File: src/proc_defines.svh
// Processor core shared macros
// Word width, register file size, instruction field positions,
// opcode and ALU operation encodings of the supported subset
`ifndef PROC_DEFINES_SVH
`define PROC_DEFINES_SVH

`define PROC_XLEN       32
`define PROC_REGS       32
`define PROC_RA         31                // jal link register

`define PROC_OP_F       31:27
`define PROC_RD_F       26:22
`define PROC_RS_F       21:17
`define PROC_RT_F       16:12
`define PROC_SHAMT_F    11:7
`define PROC_ALU_F      6:2
`define PROC_IMM_F      16:0
`define PROC_IMM_W      17
`define PROC_TGT_F      26:0
`define PROC_TGT_W      27

`define PROC_OP_RTYPE   5'b00000
`define PROC_OP_J       5'b00001
`define PROC_OP_BNE     5'b00010
`define PROC_OP_JAL     5'b00011
`define PROC_OP_JR      5'b00100
`define PROC_OP_ADDI    5'b00101
`define PROC_OP_BLT     5'b00110
`define PROC_OP_SW      5'b00111
`define PROC_OP_LW      5'b01000

`define PROC_ALU_ADD    5'd0
`define PROC_ALU_SUB    5'd1
`define PROC_ALU_AND    5'd2
`define PROC_ALU_OR     5'd3
`define PROC_ALU_SLL    5'd4
`define PROC_ALU_SRA    5'd5

`endif

File: src/proc_pkg.sv
// Processor core package
// Vector types for the quantities that travel between the pipeline
// stages, shared by the RTL and the testbench
`include "proc_defines.svh"

package proc_pkg;

    // Data or address word
    typedef logic [`PROC_XLEN-1:0] word_t;

    // Register file index
    typedef logic [$clog2(`PROC_REGS)-1:0] reg_idx_t;

    // Instruction opcode field
    typedef logic [4:0] opcode_t;

    // ALU operation select for R-type
    typedef logic [4:0] alu_op_t;

    // Shift amount field
    typedef logic [4:0] shamt_t;

endpackage

File: src/fetch_unit.sv
// Fetch stage
// Holds the program counter and the fetch/decode pipeline register.
// The PC takes a redirect target from execute, holds under a load-use
// stall, and otherwise steps by one word.
`timescale 1ns/1ps

module fetch_unit import proc_pkg::*; (
    input  logic  clock_i,
    input  logic  rst_n_i,
    input  logic  stall_i,
    input  logic  redirect_i,
    input  word_t redirect_pc_i,
    input  word_t imem_data_i,
    output word_t imem_addr_o,
    output word_t fd_pc_o,
    output word_t fd_ir_o
);

    word_t pc_q;

    assign imem_addr_o = pc_q;  // Instruction memory answers in the same cycle

    always_ff @(posedge clock_i) begin
        if (!rst_n_i) begin
            pc_q <= '0;
        end else if (redirect_i) begin
            pc_q <= redirect_pc_i;
        end else if (!stall_i) begin
            pc_q <= pc_q + 1'b1;
        end
    end

    // All-zero word is add r0,r0,r0 and serves as the bubble
    always_ff @(posedge clock_i) begin
        if (!rst_n_i || redirect_i) begin
            fd_ir_o <= '0;      // Kill the wrong-path fetch
        end else if (!stall_i) begin
            fd_ir_o <= imem_data_i;
        end
    end

    always_ff @(posedge clock_i) begin
        if (!stall_i) begin
            fd_pc_o <= pc_q;
        end
    end

endmodule

File: src/decode_unit.sv
// Decode stage
// Splits the instruction into fields, decides register use and write
// enable, detects a load-use hazard against the instruction in execute,
// and loads the decode/execute pipeline register.
`timescale 1ns/1ps
`include "proc_defines.svh"

module decode_unit import proc_pkg::*; (
    input  logic     clock_i,
    input  logic     rst_n_i,
    input  logic     redirect_i,
    input  word_t    fd_pc_i,
    input  word_t    fd_ir_i,
    input  word_t    rs_data_i,
    input  word_t    rt_data_i,
    output reg_idx_t rs_idx_o,
    output reg_idx_t rt_idx_o,
    output logic     stall_o,
    output word_t    dx_pc_o,
    output opcode_t  dx_op_o,
    output alu_op_t  dx_alu_op_o,
    output shamt_t   dx_shamt_o,
    output reg_idx_t dx_rs_o,
    output reg_idx_t dx_rt_o,
    output reg_idx_t dx_rd_o,
    output word_t    dx_a_o,
    output word_t    dx_b_o,
    output word_t    dx_imm_o,
    output logic     dx_wr_en_o
);

    opcode_t  d_op;
    reg_idx_t d_rd;
    reg_idx_t d_rs;
    reg_idx_t d_b_idx;
    reg_idx_t d_dest;
    logic     d_is_jump;
    logic     d_uses_rs;
    logic     d_uses_b;
    logic     d_writes;
    logic     d_wr_en;
    word_t    d_imm;

    assign d_op = fd_ir_i[`PROC_OP_F];
    assign d_rd = fd_ir_i[`PROC_RD_F];
    assign d_rs = fd_ir_i[`PROC_RS_F];

    // Second read port reads rd except for R-type
    assign d_b_idx  = (d_op == `PROC_OP_RTYPE) ? fd_ir_i[`PROC_RT_F] : d_rd;
    assign rs_idx_o = d_rs;
    assign rt_idx_o = d_b_idx;

    assign d_is_jump = (d_op == `PROC_OP_J) || (d_op == `PROC_OP_JAL);
    assign d_uses_rs = (d_op == `PROC_OP_RTYPE) || (d_op == `PROC_OP_ADDI) ||
                       (d_op == `PROC_OP_LW) || (d_op == `PROC_OP_SW) ||
                       (d_op == `PROC_OP_BNE) || (d_op == `PROC_OP_BLT);
    // Store data is not listed, it is forwarded in the memory stage
    assign d_uses_b  = (d_op == `PROC_OP_RTYPE) || (d_op == `PROC_OP_BNE) ||
                       (d_op == `PROC_OP_BLT) || (d_op == `PROC_OP_JR);
    assign d_writes  = (d_op == `PROC_OP_RTYPE) || (d_op == `PROC_OP_ADDI) ||
                       (d_op == `PROC_OP_LW) || (d_op == `PROC_OP_JAL);

    assign d_dest  = (d_op == `PROC_OP_JAL) ? reg_idx_t'(`PROC_RA) : d_rd;
    assign d_wr_en = d_writes && (d_dest != '0);    // r0 never written

    // Jumps carry the zero-extended target in the immediate slot
    assign d_imm = d_is_jump ?
                   {{(`PROC_XLEN-`PROC_TGT_W){1'b0}}, fd_ir_i[`PROC_TGT_F]} :
                   {{(`PROC_XLEN-`PROC_IMM_W){fd_ir_i[`PROC_IMM_W-1]}},
                    fd_ir_i[`PROC_IMM_F]};

    assign stall_o = (dx_op_o == `PROC_OP_LW) && dx_wr_en_o &&
                     ((d_uses_rs && (d_rs == dx_rd_o)) ||
                      (d_uses_b && (d_b_idx == dx_rd_o)));

    always_ff @(posedge clock_i) begin
        if (!rst_n_i || stall_o || redirect_i) begin
            dx_op_o    <= `PROC_OP_RTYPE;   // Bubble
            dx_rd_o    <= '0;
            dx_wr_en_o <= 1'b0;
        end else begin
            dx_op_o    <= d_op;
            dx_rd_o    <= d_dest;
            dx_wr_en_o <= d_wr_en;
        end
    end

    always_ff @(posedge clock_i) begin
        dx_pc_o     <= fd_pc_i;
        dx_alu_op_o <= fd_ir_i[`PROC_ALU_F];
        dx_shamt_o  <= fd_ir_i[`PROC_SHAMT_F];
        dx_rs_o     <= d_rs;
        dx_rt_o     <= d_b_idx;
        dx_a_o      <= rs_data_i;
        dx_b_o      <= rt_data_i;
        dx_imm_o    <= d_imm;
    end

endmodule

File: src/reg_file.sv
// General purpose register file
// 32 entries with two combinational read ports and one write port.
// A read of the entry being written returns the new data, and r0
// always reads as zero.
`timescale 1ns/1ps
`include "proc_defines.svh"

module reg_file import proc_pkg::*; (
    input  logic     clock_i,
    input  logic     rst_n_i,
    input  logic     wr_en_i,
    input  reg_idx_t wr_idx_i,
    input  reg_idx_t rd_a_idx_i,
    input  reg_idx_t rd_b_idx_i,
    input  word_t    wr_data_i,
    output word_t    rd_a_o,
    output word_t    rd_b_o
);

    word_t regs [`PROC_REGS];   // Entry 0 is never written

    function automatic word_t read_port(input reg_idx_t idx);
        word_t val;
        if (idx == '0) begin
            val = '0;
        end else if (wr_en_i && (idx == wr_idx_i)) begin
            val = wr_data_i;    // Write-through
        end else begin
            val = regs[idx];
        end
        return val;
    endfunction

    always_comb rd_a_o = read_port(rd_a_idx_i);
    always_comb rd_b_o = read_port(rd_b_idx_i);

    always_ff @(posedge clock_i) begin
        if (!rst_n_i) begin
            for (int i = 0; i < `PROC_REGS; i++) begin
                regs[i] <= '0;
            end
        end else if (wr_en_i && (wr_idx_i != '0)) begin
            regs[wr_idx_i] <= wr_data_i;
        end
    end

endmodule

File: src/execute_unit.sv
// Execute stage
// Forwards operands from the memory and writeback stages, runs the ALU,
// resolves branches and jumps into a fetch redirect, and loads the
// execute/memory pipeline register.
`timescale 1ns/1ps
`include "proc_defines.svh"

module execute_unit import proc_pkg::*; (
    input  logic     clock_i,
    input  logic     rst_n_i,
    input  word_t    dx_pc_i,
    input  opcode_t  dx_op_i,
    input  alu_op_t  dx_alu_op_i,
    input  shamt_t   dx_shamt_i,
    input  reg_idx_t dx_rs_i,
    input  reg_idx_t dx_rt_i,
    input  reg_idx_t dx_rd_i,
    input  word_t    dx_a_i,
    input  word_t    dx_b_i,
    input  word_t    dx_imm_i,
    input  logic     dx_wr_en_i,
    input  reg_idx_t m_rd_i,
    input  logic     m_wr_en_i,
    input  word_t    m_result_i,
    input  reg_idx_t w_rd_i,
    input  logic     w_wr_en_i,
    input  word_t    w_data_i,
    output logic     redirect_o,
    output word_t    redirect_pc_o,
    output opcode_t  xm_op_o,
    output reg_idx_t xm_rd_o,
    output reg_idx_t xm_rt_o,
    output logic     xm_wr_en_o,
    output word_t    xm_result_o,
    output word_t    xm_store_o
);

    word_t   x_a;
    word_t   x_b;
    word_t   alu_b;
    word_t   alu_result;
    word_t   pc_plus_one;
    word_t   x_result;
    alu_op_t alu_op;
    logic    use_imm;
    logic    take_branch;

    // Memory stage is younger, so it wins over writeback
    always_comb begin
        if (m_wr_en_i && (m_rd_i != '0) && (m_rd_i == dx_rs_i)) begin
            x_a = m_result_i;
        end else if (w_wr_en_i && (w_rd_i != '0) && (w_rd_i == dx_rs_i)) begin
            x_a = w_data_i;
        end else begin
            x_a = dx_a_i;
        end
    end

    always_comb begin
        if (m_wr_en_i && (m_rd_i != '0) && (m_rd_i == dx_rt_i)) begin
            x_b = m_result_i;
        end else if (w_wr_en_i && (w_rd_i != '0) && (w_rd_i == dx_rt_i)) begin
            x_b = w_data_i;
        end else begin
            x_b = dx_b_i;
        end
    end

    assign use_imm = (dx_op_i == `PROC_OP_ADDI) || (dx_op_i == `PROC_OP_LW) ||
                     (dx_op_i == `PROC_OP_SW);
    assign alu_b   = use_imm ? dx_imm_i : x_b;
    assign alu_op  = (dx_op_i == `PROC_OP_RTYPE) ? dx_alu_op_i : `PROC_ALU_ADD;

    always_comb begin
        case (alu_op)
            `PROC_ALU_ADD: alu_result = x_a + alu_b;
            `PROC_ALU_SUB: alu_result = x_a - alu_b;
            `PROC_ALU_AND: alu_result = x_a & alu_b;
            `PROC_ALU_OR:  alu_result = x_a | alu_b;
            `PROC_ALU_SLL: alu_result = x_a << dx_shamt_i;
            `PROC_ALU_SRA: alu_result = word_t'($signed(x_a) >>> dx_shamt_i);
            default:       alu_result = '0;
        endcase
    end

    // Branches compare rd (operand b) against rs (operand a)
    assign take_branch = ((dx_op_i == `PROC_OP_BNE) && (x_b != x_a)) ||
                         ((dx_op_i == `PROC_OP_BLT) && ($signed(x_b) < $signed(x_a)));

    assign pc_plus_one = dx_pc_i + 1'b1;

    assign redirect_o = take_branch || (dx_op_i == `PROC_OP_J) ||
                        (dx_op_i == `PROC_OP_JAL) || (dx_op_i == `PROC_OP_JR);

    always_comb begin
        if (take_branch) begin
            redirect_pc_o = pc_plus_one + dx_imm_i;
        end else if (dx_op_i == `PROC_OP_JR) begin
            redirect_pc_o = x_b;                // Forwarded rd
        end else begin
            redirect_pc_o = dx_imm_i;           // Zero-extended target
        end
    end

    assign x_result = (dx_op_i == `PROC_OP_JAL) ? pc_plus_one : alu_result;

    always_ff @(posedge clock_i) begin
        if (!rst_n_i) begin
            xm_op_o    <= `PROC_OP_RTYPE;
            xm_wr_en_o <= 1'b0;
        end else begin
            xm_op_o    <= dx_op_i;
            xm_wr_en_o <= dx_wr_en_i;
        end
    end

    always_ff @(posedge clock_i) begin
        xm_rd_o     <= dx_rd_i;
        xm_rt_o     <= dx_rt_i;   // Store data register
        xm_result_o <= x_result;
        xm_store_o  <= x_b;
    end

endmodule

File: src/mem_wb_unit.sv
// Memory and writeback stages
// Drives the data memory from the execute/memory register, replaces
// store data with the writeback value when it is newer, and holds the
// memory/writeback register that feeds the register file.
`timescale 1ns/1ps
`include "proc_defines.svh"

module mem_wb_unit import proc_pkg::*; (
    input  logic     clock_i,
    input  logic     rst_n_i,
    input  opcode_t  xm_op_i,
    input  reg_idx_t xm_rd_i,
    input  reg_idx_t xm_rt_i,
    input  logic     xm_wr_en_i,
    input  word_t    xm_result_i,
    input  word_t    xm_store_i,
    input  word_t    dmem_rdata_i,
    output word_t    dmem_addr_o,
    output word_t    dmem_wdata_o,
    output logic     dmem_wren_o,
    output reg_idx_t m_rd_o,
    output logic     m_wr_en_o,
    output word_t    m_result_o,
    output reg_idx_t w_rd_o,
    output logic     w_wr_en_o,
    output word_t    w_data_o
);

    logic  wm_fwd;
    word_t m_data;

    assign dmem_addr_o = xm_result_i;
    assign dmem_wren_o = (xm_op_i == `PROC_OP_SW);

    // Covers a lw directly ahead of the sw that stores its result
    assign wm_fwd       = w_wr_en_o && (w_rd_o != '0) && (w_rd_o == xm_rt_i);
    assign dmem_wdata_o = wm_fwd ? w_data_o : xm_store_i;

    assign m_rd_o     = xm_rd_i;
    assign m_wr_en_o  = xm_wr_en_i;
    assign m_result_o = xm_result_i;    // Load users stall until writeback

    assign m_data = (xm_op_i == `PROC_OP_LW) ? dmem_rdata_i : xm_result_i;

    always_ff @(posedge clock_i) begin
        if (!rst_n_i) begin
            w_wr_en_o <= 1'b0;
        end else begin
            w_wr_en_o <= xm_wr_en_i;
        end
    end

    always_ff @(posedge clock_i) begin
        w_rd_o   <= xm_rd_i;
        w_data_o <= m_data;
    end

endmodule

File: src/proc_core.sv
// Five-stage pipelined processor core
// Connects fetch, decode, execute and memory/writeback with the register
// file. Instruction and data memories sit outside and answer in the
// same cycle; register writes are visible on the wb ports.
`timescale 1ns/1ps

module proc_core import proc_pkg::*; (
    input  logic     clock_i,
    input  logic     rst_n_i,
    output word_t    imem_addr_o,
    input  word_t    imem_data_i,
    output word_t    dmem_addr_o,
    output word_t    dmem_wdata_o,
    output logic     dmem_wren_o,
    input  word_t    dmem_rdata_i,
    output logic     wb_en_o,
    output reg_idx_t wb_reg_o,
    output word_t    wb_data_o
);

    logic     stall;
    logic     redirect;
    word_t    redirect_pc;
    word_t    fd_pc;
    word_t    fd_ir;
    reg_idx_t rs_idx;
    reg_idx_t rt_idx;
    word_t    rs_data;
    word_t    rt_data;
    word_t    dx_pc;
    opcode_t  dx_op;
    alu_op_t  dx_alu_op;
    shamt_t   dx_shamt;
    reg_idx_t dx_rs;
    reg_idx_t dx_rt;
    reg_idx_t dx_rd;
    word_t    dx_a;
    word_t    dx_b;
    word_t    dx_imm;
    logic     dx_wr_en;
    opcode_t  xm_op;
    reg_idx_t xm_rd;
    reg_idx_t xm_rt;
    logic     xm_wr_en;
    word_t    xm_result;
    word_t    xm_store;
    reg_idx_t m_rd;
    logic     m_wr_en;
    word_t    m_result;

    fetch_unit i_fetch_unit (
        .clock_i, .rst_n_i,
        .stall_i       (stall),
        .redirect_i    (redirect),
        .redirect_pc_i (redirect_pc),
        .imem_data_i,
        .imem_addr_o,
        .fd_pc_o       (fd_pc),
        .fd_ir_o       (fd_ir)
    );

    decode_unit i_decode_unit (
        .clock_i, .rst_n_i,
        .redirect_i  (redirect),
        .fd_pc_i     (fd_pc),
        .fd_ir_i     (fd_ir),
        .rs_data_i   (rs_data),
        .rt_data_i   (rt_data),
        .rs_idx_o    (rs_idx),
        .rt_idx_o    (rt_idx),
        .stall_o     (stall),
        .dx_pc_o     (dx_pc),
        .dx_op_o     (dx_op),
        .dx_alu_op_o (dx_alu_op),
        .dx_shamt_o  (dx_shamt),
        .dx_rs_o     (dx_rs),
        .dx_rt_o     (dx_rt),
        .dx_rd_o     (dx_rd),
        .dx_a_o      (dx_a),
        .dx_b_o      (dx_b),
        .dx_imm_o    (dx_imm),
        .dx_wr_en_o  (dx_wr_en)
    );

    reg_file i_reg_file (
        .clock_i, .rst_n_i,
        .wr_en_i    (wb_en_o),
        .wr_idx_i   (wb_reg_o),
        .rd_a_idx_i (rs_idx),
        .rd_b_idx_i (rt_idx),
        .wr_data_i  (wb_data_o),
        .rd_a_o     (rs_data),
        .rd_b_o     (rt_data)
    );

    execute_unit i_execute_unit (
        .clock_i, .rst_n_i,
        .dx_pc_i       (dx_pc),
        .dx_op_i       (dx_op),
        .dx_alu_op_i   (dx_alu_op),
        .dx_shamt_i    (dx_shamt),
        .dx_rs_i       (dx_rs),
        .dx_rt_i       (dx_rt),
        .dx_rd_i       (dx_rd),
        .dx_a_i        (dx_a),
        .dx_b_i        (dx_b),
        .dx_imm_i      (dx_imm),
        .dx_wr_en_i    (dx_wr_en),
        .m_rd_i        (m_rd),
        .m_wr_en_i     (m_wr_en),
        .m_result_i    (m_result),
        .w_rd_i        (wb_reg_o),
        .w_wr_en_i     (wb_en_o),
        .w_data_i      (wb_data_o),
        .redirect_o    (redirect),
        .redirect_pc_o (redirect_pc),
        .xm_op_o       (xm_op),
        .xm_rd_o       (xm_rd),
        .xm_rt_o       (xm_rt),
        .xm_wr_en_o    (xm_wr_en),
        .xm_result_o   (xm_result),
        .xm_store_o    (xm_store)
    );

    mem_wb_unit i_mem_wb_unit (
        .clock_i, .rst_n_i,
        .xm_op_i      (xm_op),
        .xm_rd_i      (xm_rd),
        .xm_rt_i      (xm_rt),
        .xm_wr_en_i   (xm_wr_en),
        .xm_result_i  (xm_result),
        .xm_store_i   (xm_store),
        .dmem_rdata_i,
        .dmem_addr_o,
        .dmem_wdata_o,
        .dmem_wren_o,
        .m_rd_o       (m_rd),
        .m_wr_en_o    (m_wr_en),
        .m_result_o   (m_result),
        .w_rd_o       (wb_reg_o),
        .w_wr_en_o    (wb_en_o),
        .w_data_o     (wb_data_o)
    );

endmodule

File: config.mk
export PLATFORM = sky130hd
export DESIGN_NAME = proc_core
export DESIGN_NICKNAME = d
export VERILOG_FILES = /design/src/proc_pkg.sv /design/src/fetch_unit.sv /design/src/decode_unit.sv /design/src/reg_file.sv /design/src/execute_unit.sv /design/src/mem_wb_unit.sv /design/src/proc_core.sv
export VERILOG_INCLUDE_DIRS = /design/src
export SDC_FILE = /design/constraint.sdc
export NUM_CORES = 2
export LEC_CHECK = 0
export BUFFER_PORTS_ARGS = -buffer_cell sky130_fd_sc_hd__buf_4
export CAP_MARGIN = 20
export CELL_PAD_IN_SITES_DETAIL_PLACEMENT = 1
export CELL_PAD_IN_SITES_GLOBAL_PLACEMENT = 1
export CORE_UTILIZATION = 46
export DETAILED_ROUTE_END_ITERATION = 8
export GPL_TIMING_DRIVEN = 0
export PLACE_DENSITY = 0.76
export REMOVE_ABC_BUFFERS = 1
export SYNTH_ARGS = -nofsm -noshare
export SYNTH_HDL_FRONTEND = slang
export SYNTH_SLANG_ARGS = --single-unit
export TNS_END_PERCENT = 30
File: constraint.sdc
create_clock -name clock_i -period 6.1 [get_ports clock_i]
set_clock_uncertainty 0.1 [all_clocks]
set_input_delay 0.305 -clock clock_i [delete_from_list [all_inputs] [get_ports clock_i]]
set_output_delay 0.305 -clock clock_i [all_outputs]
set_load 0.02 [all_outputs]
==> results_dict.tcl <==
set metrics [dict create \
    routed_wl_um 373000 \
    first_pass_iters 6 \
    path_cells "buf_16 > nor2_1 > nor2_1 > a221oi_2 > or4b_4 > or3_4 > or2_4 > o21ai_4 > xnor2_2 > ha_1 > a21oi_2 > nor3b_4 > nand2_2 > a311o_2 > nand2_2 > o31ai_2 > a21o_1 > a21oi_2 > mux2i_2 > o221ai_1" \
    area_delta_synth_final_pct 19.1 \
    maxCapViolations 0 \
    drtAntennaViolNets 0 \
    synth_area_um2 79700 \
    grt_util_all_layers_pct 41.7 \
    post_drt_wl_per_cell_um 36.3 \
    numCtsBuffers 156 \
    finalCritPeriodShare_pct 102 \
    htreeDepth 4 \
    cp-start-kind "flop" \
    synth.distinct_cells 89 \
    synth_edf_count 1056 \
    final_cell_mix "nand2_1, edfxtp_1, and2_1, nand3_1, mux4_2" \
    clk_pin_slew_worst_paths_ns 0.06 \
    power_w 0.0330 \
    max_stage_delay_ns 0.99 \
    ys_async_sr_fraction_pct 0 \
    cp_slowest_cell "nor2_1" \
    ys_seq_area_share_pct 48.1 \
    hold_class "in2reg" \
    drv_slew 0 \
    relSlewSlack_pct 15.3 \
    setup_viol 36 \
    drc 0 \
    clock_latency_ns 0.84 \
    num_vias 71000 \
    antenna_found_initial 32 \
    cp.arrival_ns 6.84 \
    ir_drop_uv 272 \
    setup_slack_ns -0.140 \
    worstSetupEndpointType "flop" \
    utilization_pct 55.2 \
    crit_fanout 70 \
    hold_viol 0 \
    rows 152 \
    port_buffers 200 \
    required_ns 6.70 \
    period_minus_slack_ns 6.24 \
    die_y_um 418 \
    yosysWarnings 0 \
    worst_pin_slew_ns 1.26 \
    gp_congestion 1.04 \
    syn_area_per_cell_um2 10.2 \
    drt-vias-per-instance 6.92 \
    final_common_cell "nand2_1" \
    die_w_um 418 \
    numClockSinks 1388 \
    clock_path_buffers 3 \
    grt_overflow_total 0 \
    core_area_um2 172000 \
    p_leak_nw 35.0 \
    layout.nets 7980 \
    fmax_mhz 160 \
    status "complete, but fails checks" \
    rsz0062_at_grt "true" \
    grt_pass1_wl_um 524000 \
    p_per_area_nw_per_um2 347 \
    start_util_pct 46.4 \
    dp_hpwl_um 244000 \
    failed_checks "negative setup slack" \
    syn_inst 7779 \
    dieArea_um2 175000 \
    drive_above_1_share_pct 18.6 \
    grt_max_degree 101 \
    cts_tree "built" \
    fillers 18000 \
    ys_ff_latch 1388 \
    root_buffer "clkbuf_16" \
    boundaryPins 201 \
    drtIter0Drc 10700 \
    grt_pass1_vias 72100 \
    synth_flop_cell "edfxtp_1" \
    criticalPathCategory "reg2reg" \
]
## stage by stage
step | setup slack (ns) | hold WS [ns] | cells | cell area [µm²] | setup TNS, ns
floorplan | -18.92 | 0.223 | 7077 | 77100 | -937.19
global placement | -47.82 | 0.224 | 9587 | 81500 | -5288.67
detailed placement | -2.34 | 0.229 | 9809 | 87100 | -195.29
CTS | -0.0334 | 0.112 | 10200 | 94200 | -0.0768
global route | -0.232 | 0.149 | 10300 | 94900 | -3.61
finish | -0.140 | 0.142 | 10300 | 94900 | -1.49
## cell type report
| cell class | instances | area (µm²) | share of cell area, % |
|---|---|---|---|
| clock inverter | 81 | 787 | 0.829 |
| antenna | 15 | 37.5 | 0.0395 |
| clock buffer | 203 | 4280 | 4.51 |
| sequential | 1388 | 38400 | 40.5 |
| timing repair inverter | 1 | 8.76 | 0.00923 |
| inverter | 76 | 324 | 0.341 |
| multi-input combinational | 5620 | 40300 | 42.5 |
| timing repair buffer | 568 | 7790 | 8.20 |
| tap | 2310 | 2890 | 3.05 |
## cells by family after synthesis
kind of cell,Yosys count,synth area share [%]
AO/OA/AOI/OAI,1111,9.57
XOR/XNOR,166,1.84
adder cells (fa/ha/maj),129,1.96
buffers and inverters,809,3.83
flip-flops,1388,48.1
multiplexers,534,12.2
other,1,0.00470
AND/OR/NAND/NOR,3641,22.5
## what timing repair did
| item | in CTS | in global routing |
|---|---|---|
| hold buffers | 65 | 0 |
| endpoints found under the setup margin | 140 | 117 |
| gates cloned | 12 | 2 |
| pin swaps | 31 | 35 |
| setup buffers | 47 | 24 |
| endpoints found under the hold margin | 92 | 0 |
| resized for setup | 157 | 73 |
## Yosys cell counts (31+ instances only)
cell type / number / share of area [%]
o31ai_1: 55 / 0.52
clkbuf_1: 619 / 2.9
nor3_1: 58 / 0.36
nor4_1: 43 / 0.34
and3_1: 95 / 0.75
mux2i_1: 107 / 1.3
xor2_1: 47 / 0.52
and2_1: 1019 / 8.0
a311oi_1: 164 / 1.8
mux4_2: 342 / 9.7
a21o_1: 52 / 0.49
nand3_1: 588 / 3.7
nand4_1: 65 / 0.51
xnor2_1: 118 / 1.3
nand2_1: 1360 / 6.4
inv_1: 71 / 0.33
buf_1: 103 / 0.48
ha_1: 101 / 1.6
edfxtp_1: 1056 / 40
a31oi_1: 99 / 0.78
o211ai_1: 31 / 0.29
a21oi_1: 227 / 1.4
mux2_2: 85 / 1.2
o21ai_0: 177 / 1.1
nor2_1: 301 / 1.4
a211oi_1: 107 / 1.0
dfxtp_1: 332 / 8.3
## worst max-delay path: cells and delay by family, from the launching register on
family	cells	cell delay (ns)
DFF	1	0.46
adders and majority gates	1	0.34
muxes	1	0.32
buffers and inverters	1	0.26
xor gates and xnor gates	1	0.10
and+or+nand+nor	8	2.79
AOI/OAI and AO/OA	8	1.63
## power by group
part | internal, W | total (W) | switching [W] | leakage [nW]
logic | 0.00393 | 0.0109 | 0.00701 | 18.8
registers | 0.0109 | 0.0124 | 0.00149 | 13.7
clock network | 0.00540 | 0.00960 | 0.00420 | 2.49
## final timing paths
check	end	cells past startpoint	start	slack, ns
max	i_execute_unit.xm_result_o[30]$_DFF_P_	20	i_decode_unit.dx_shamt_o[1]$_DFF_P_	-0.14
min	i_mem_wb_unit.w_data_o[9]$_DFF_P_	3	dmem_rdata_i[9]	0.14
max reg2reg	i_execute_unit.xm_result_o[30]$_DFF_P_	20	i_decode_unit.dx_shamt_o[1]$_DFF_P_	-0.14
min reg2reg	i_decode_unit.dx_pc_o[21]$_DFF_P_	0	i_fetch_unit.fd_pc_o[21]$_DFFE_PN_	0.24
## metal layers
metal  vias to the layer above  global-route usage, %  wire [µm]
met4                        16                   28.0      29400
met5                         -                      0        106
met3                      1505                   10.7      45600
li1                      28400                      -          -
met1                     35700                   52.7     134000
met2                      5384                   63.2     164000
## flip-flops by register name, summed over array words and instances, names as in the netlist, 4 cells and up, named ones only
register                    flops
i_decode_unit.dx_pc_o          32
i_execute_unit.xm_store_o      32
i_decode_unit.dx_a_o           32
i_fetch_unit.imem_addr_o       32
i_fetch_unit.fd_ir_o           32
i_execute_unit.xm_op_o          5
i_execute_unit.xm_rd_o          5
i_mem_wb_unit.w_rd_o            5
i_decode_unit.dx_rs_o           5
i_decode_unit.dx_b_o           32
i_decode_unit.dx_rd_o           5
i_decode_unit.dx_imm_o         20
i_decode_unit.dx_op_o           5
i_mem_wb_unit.w_data_o         32
i_decode_unit.dx_rt_o           5
i_decode_unit.dx_shamt_o        4
i_execute_unit.xm_result_o     32
i_execute_unit.xm_rt_o          5
i_reg_file.regs              1024
i_decode_unit.dx_alu_op_o       4
i_fetch_unit.fd_pc_o           32
No activity file was read; power rests on OpenSTA's default activity.
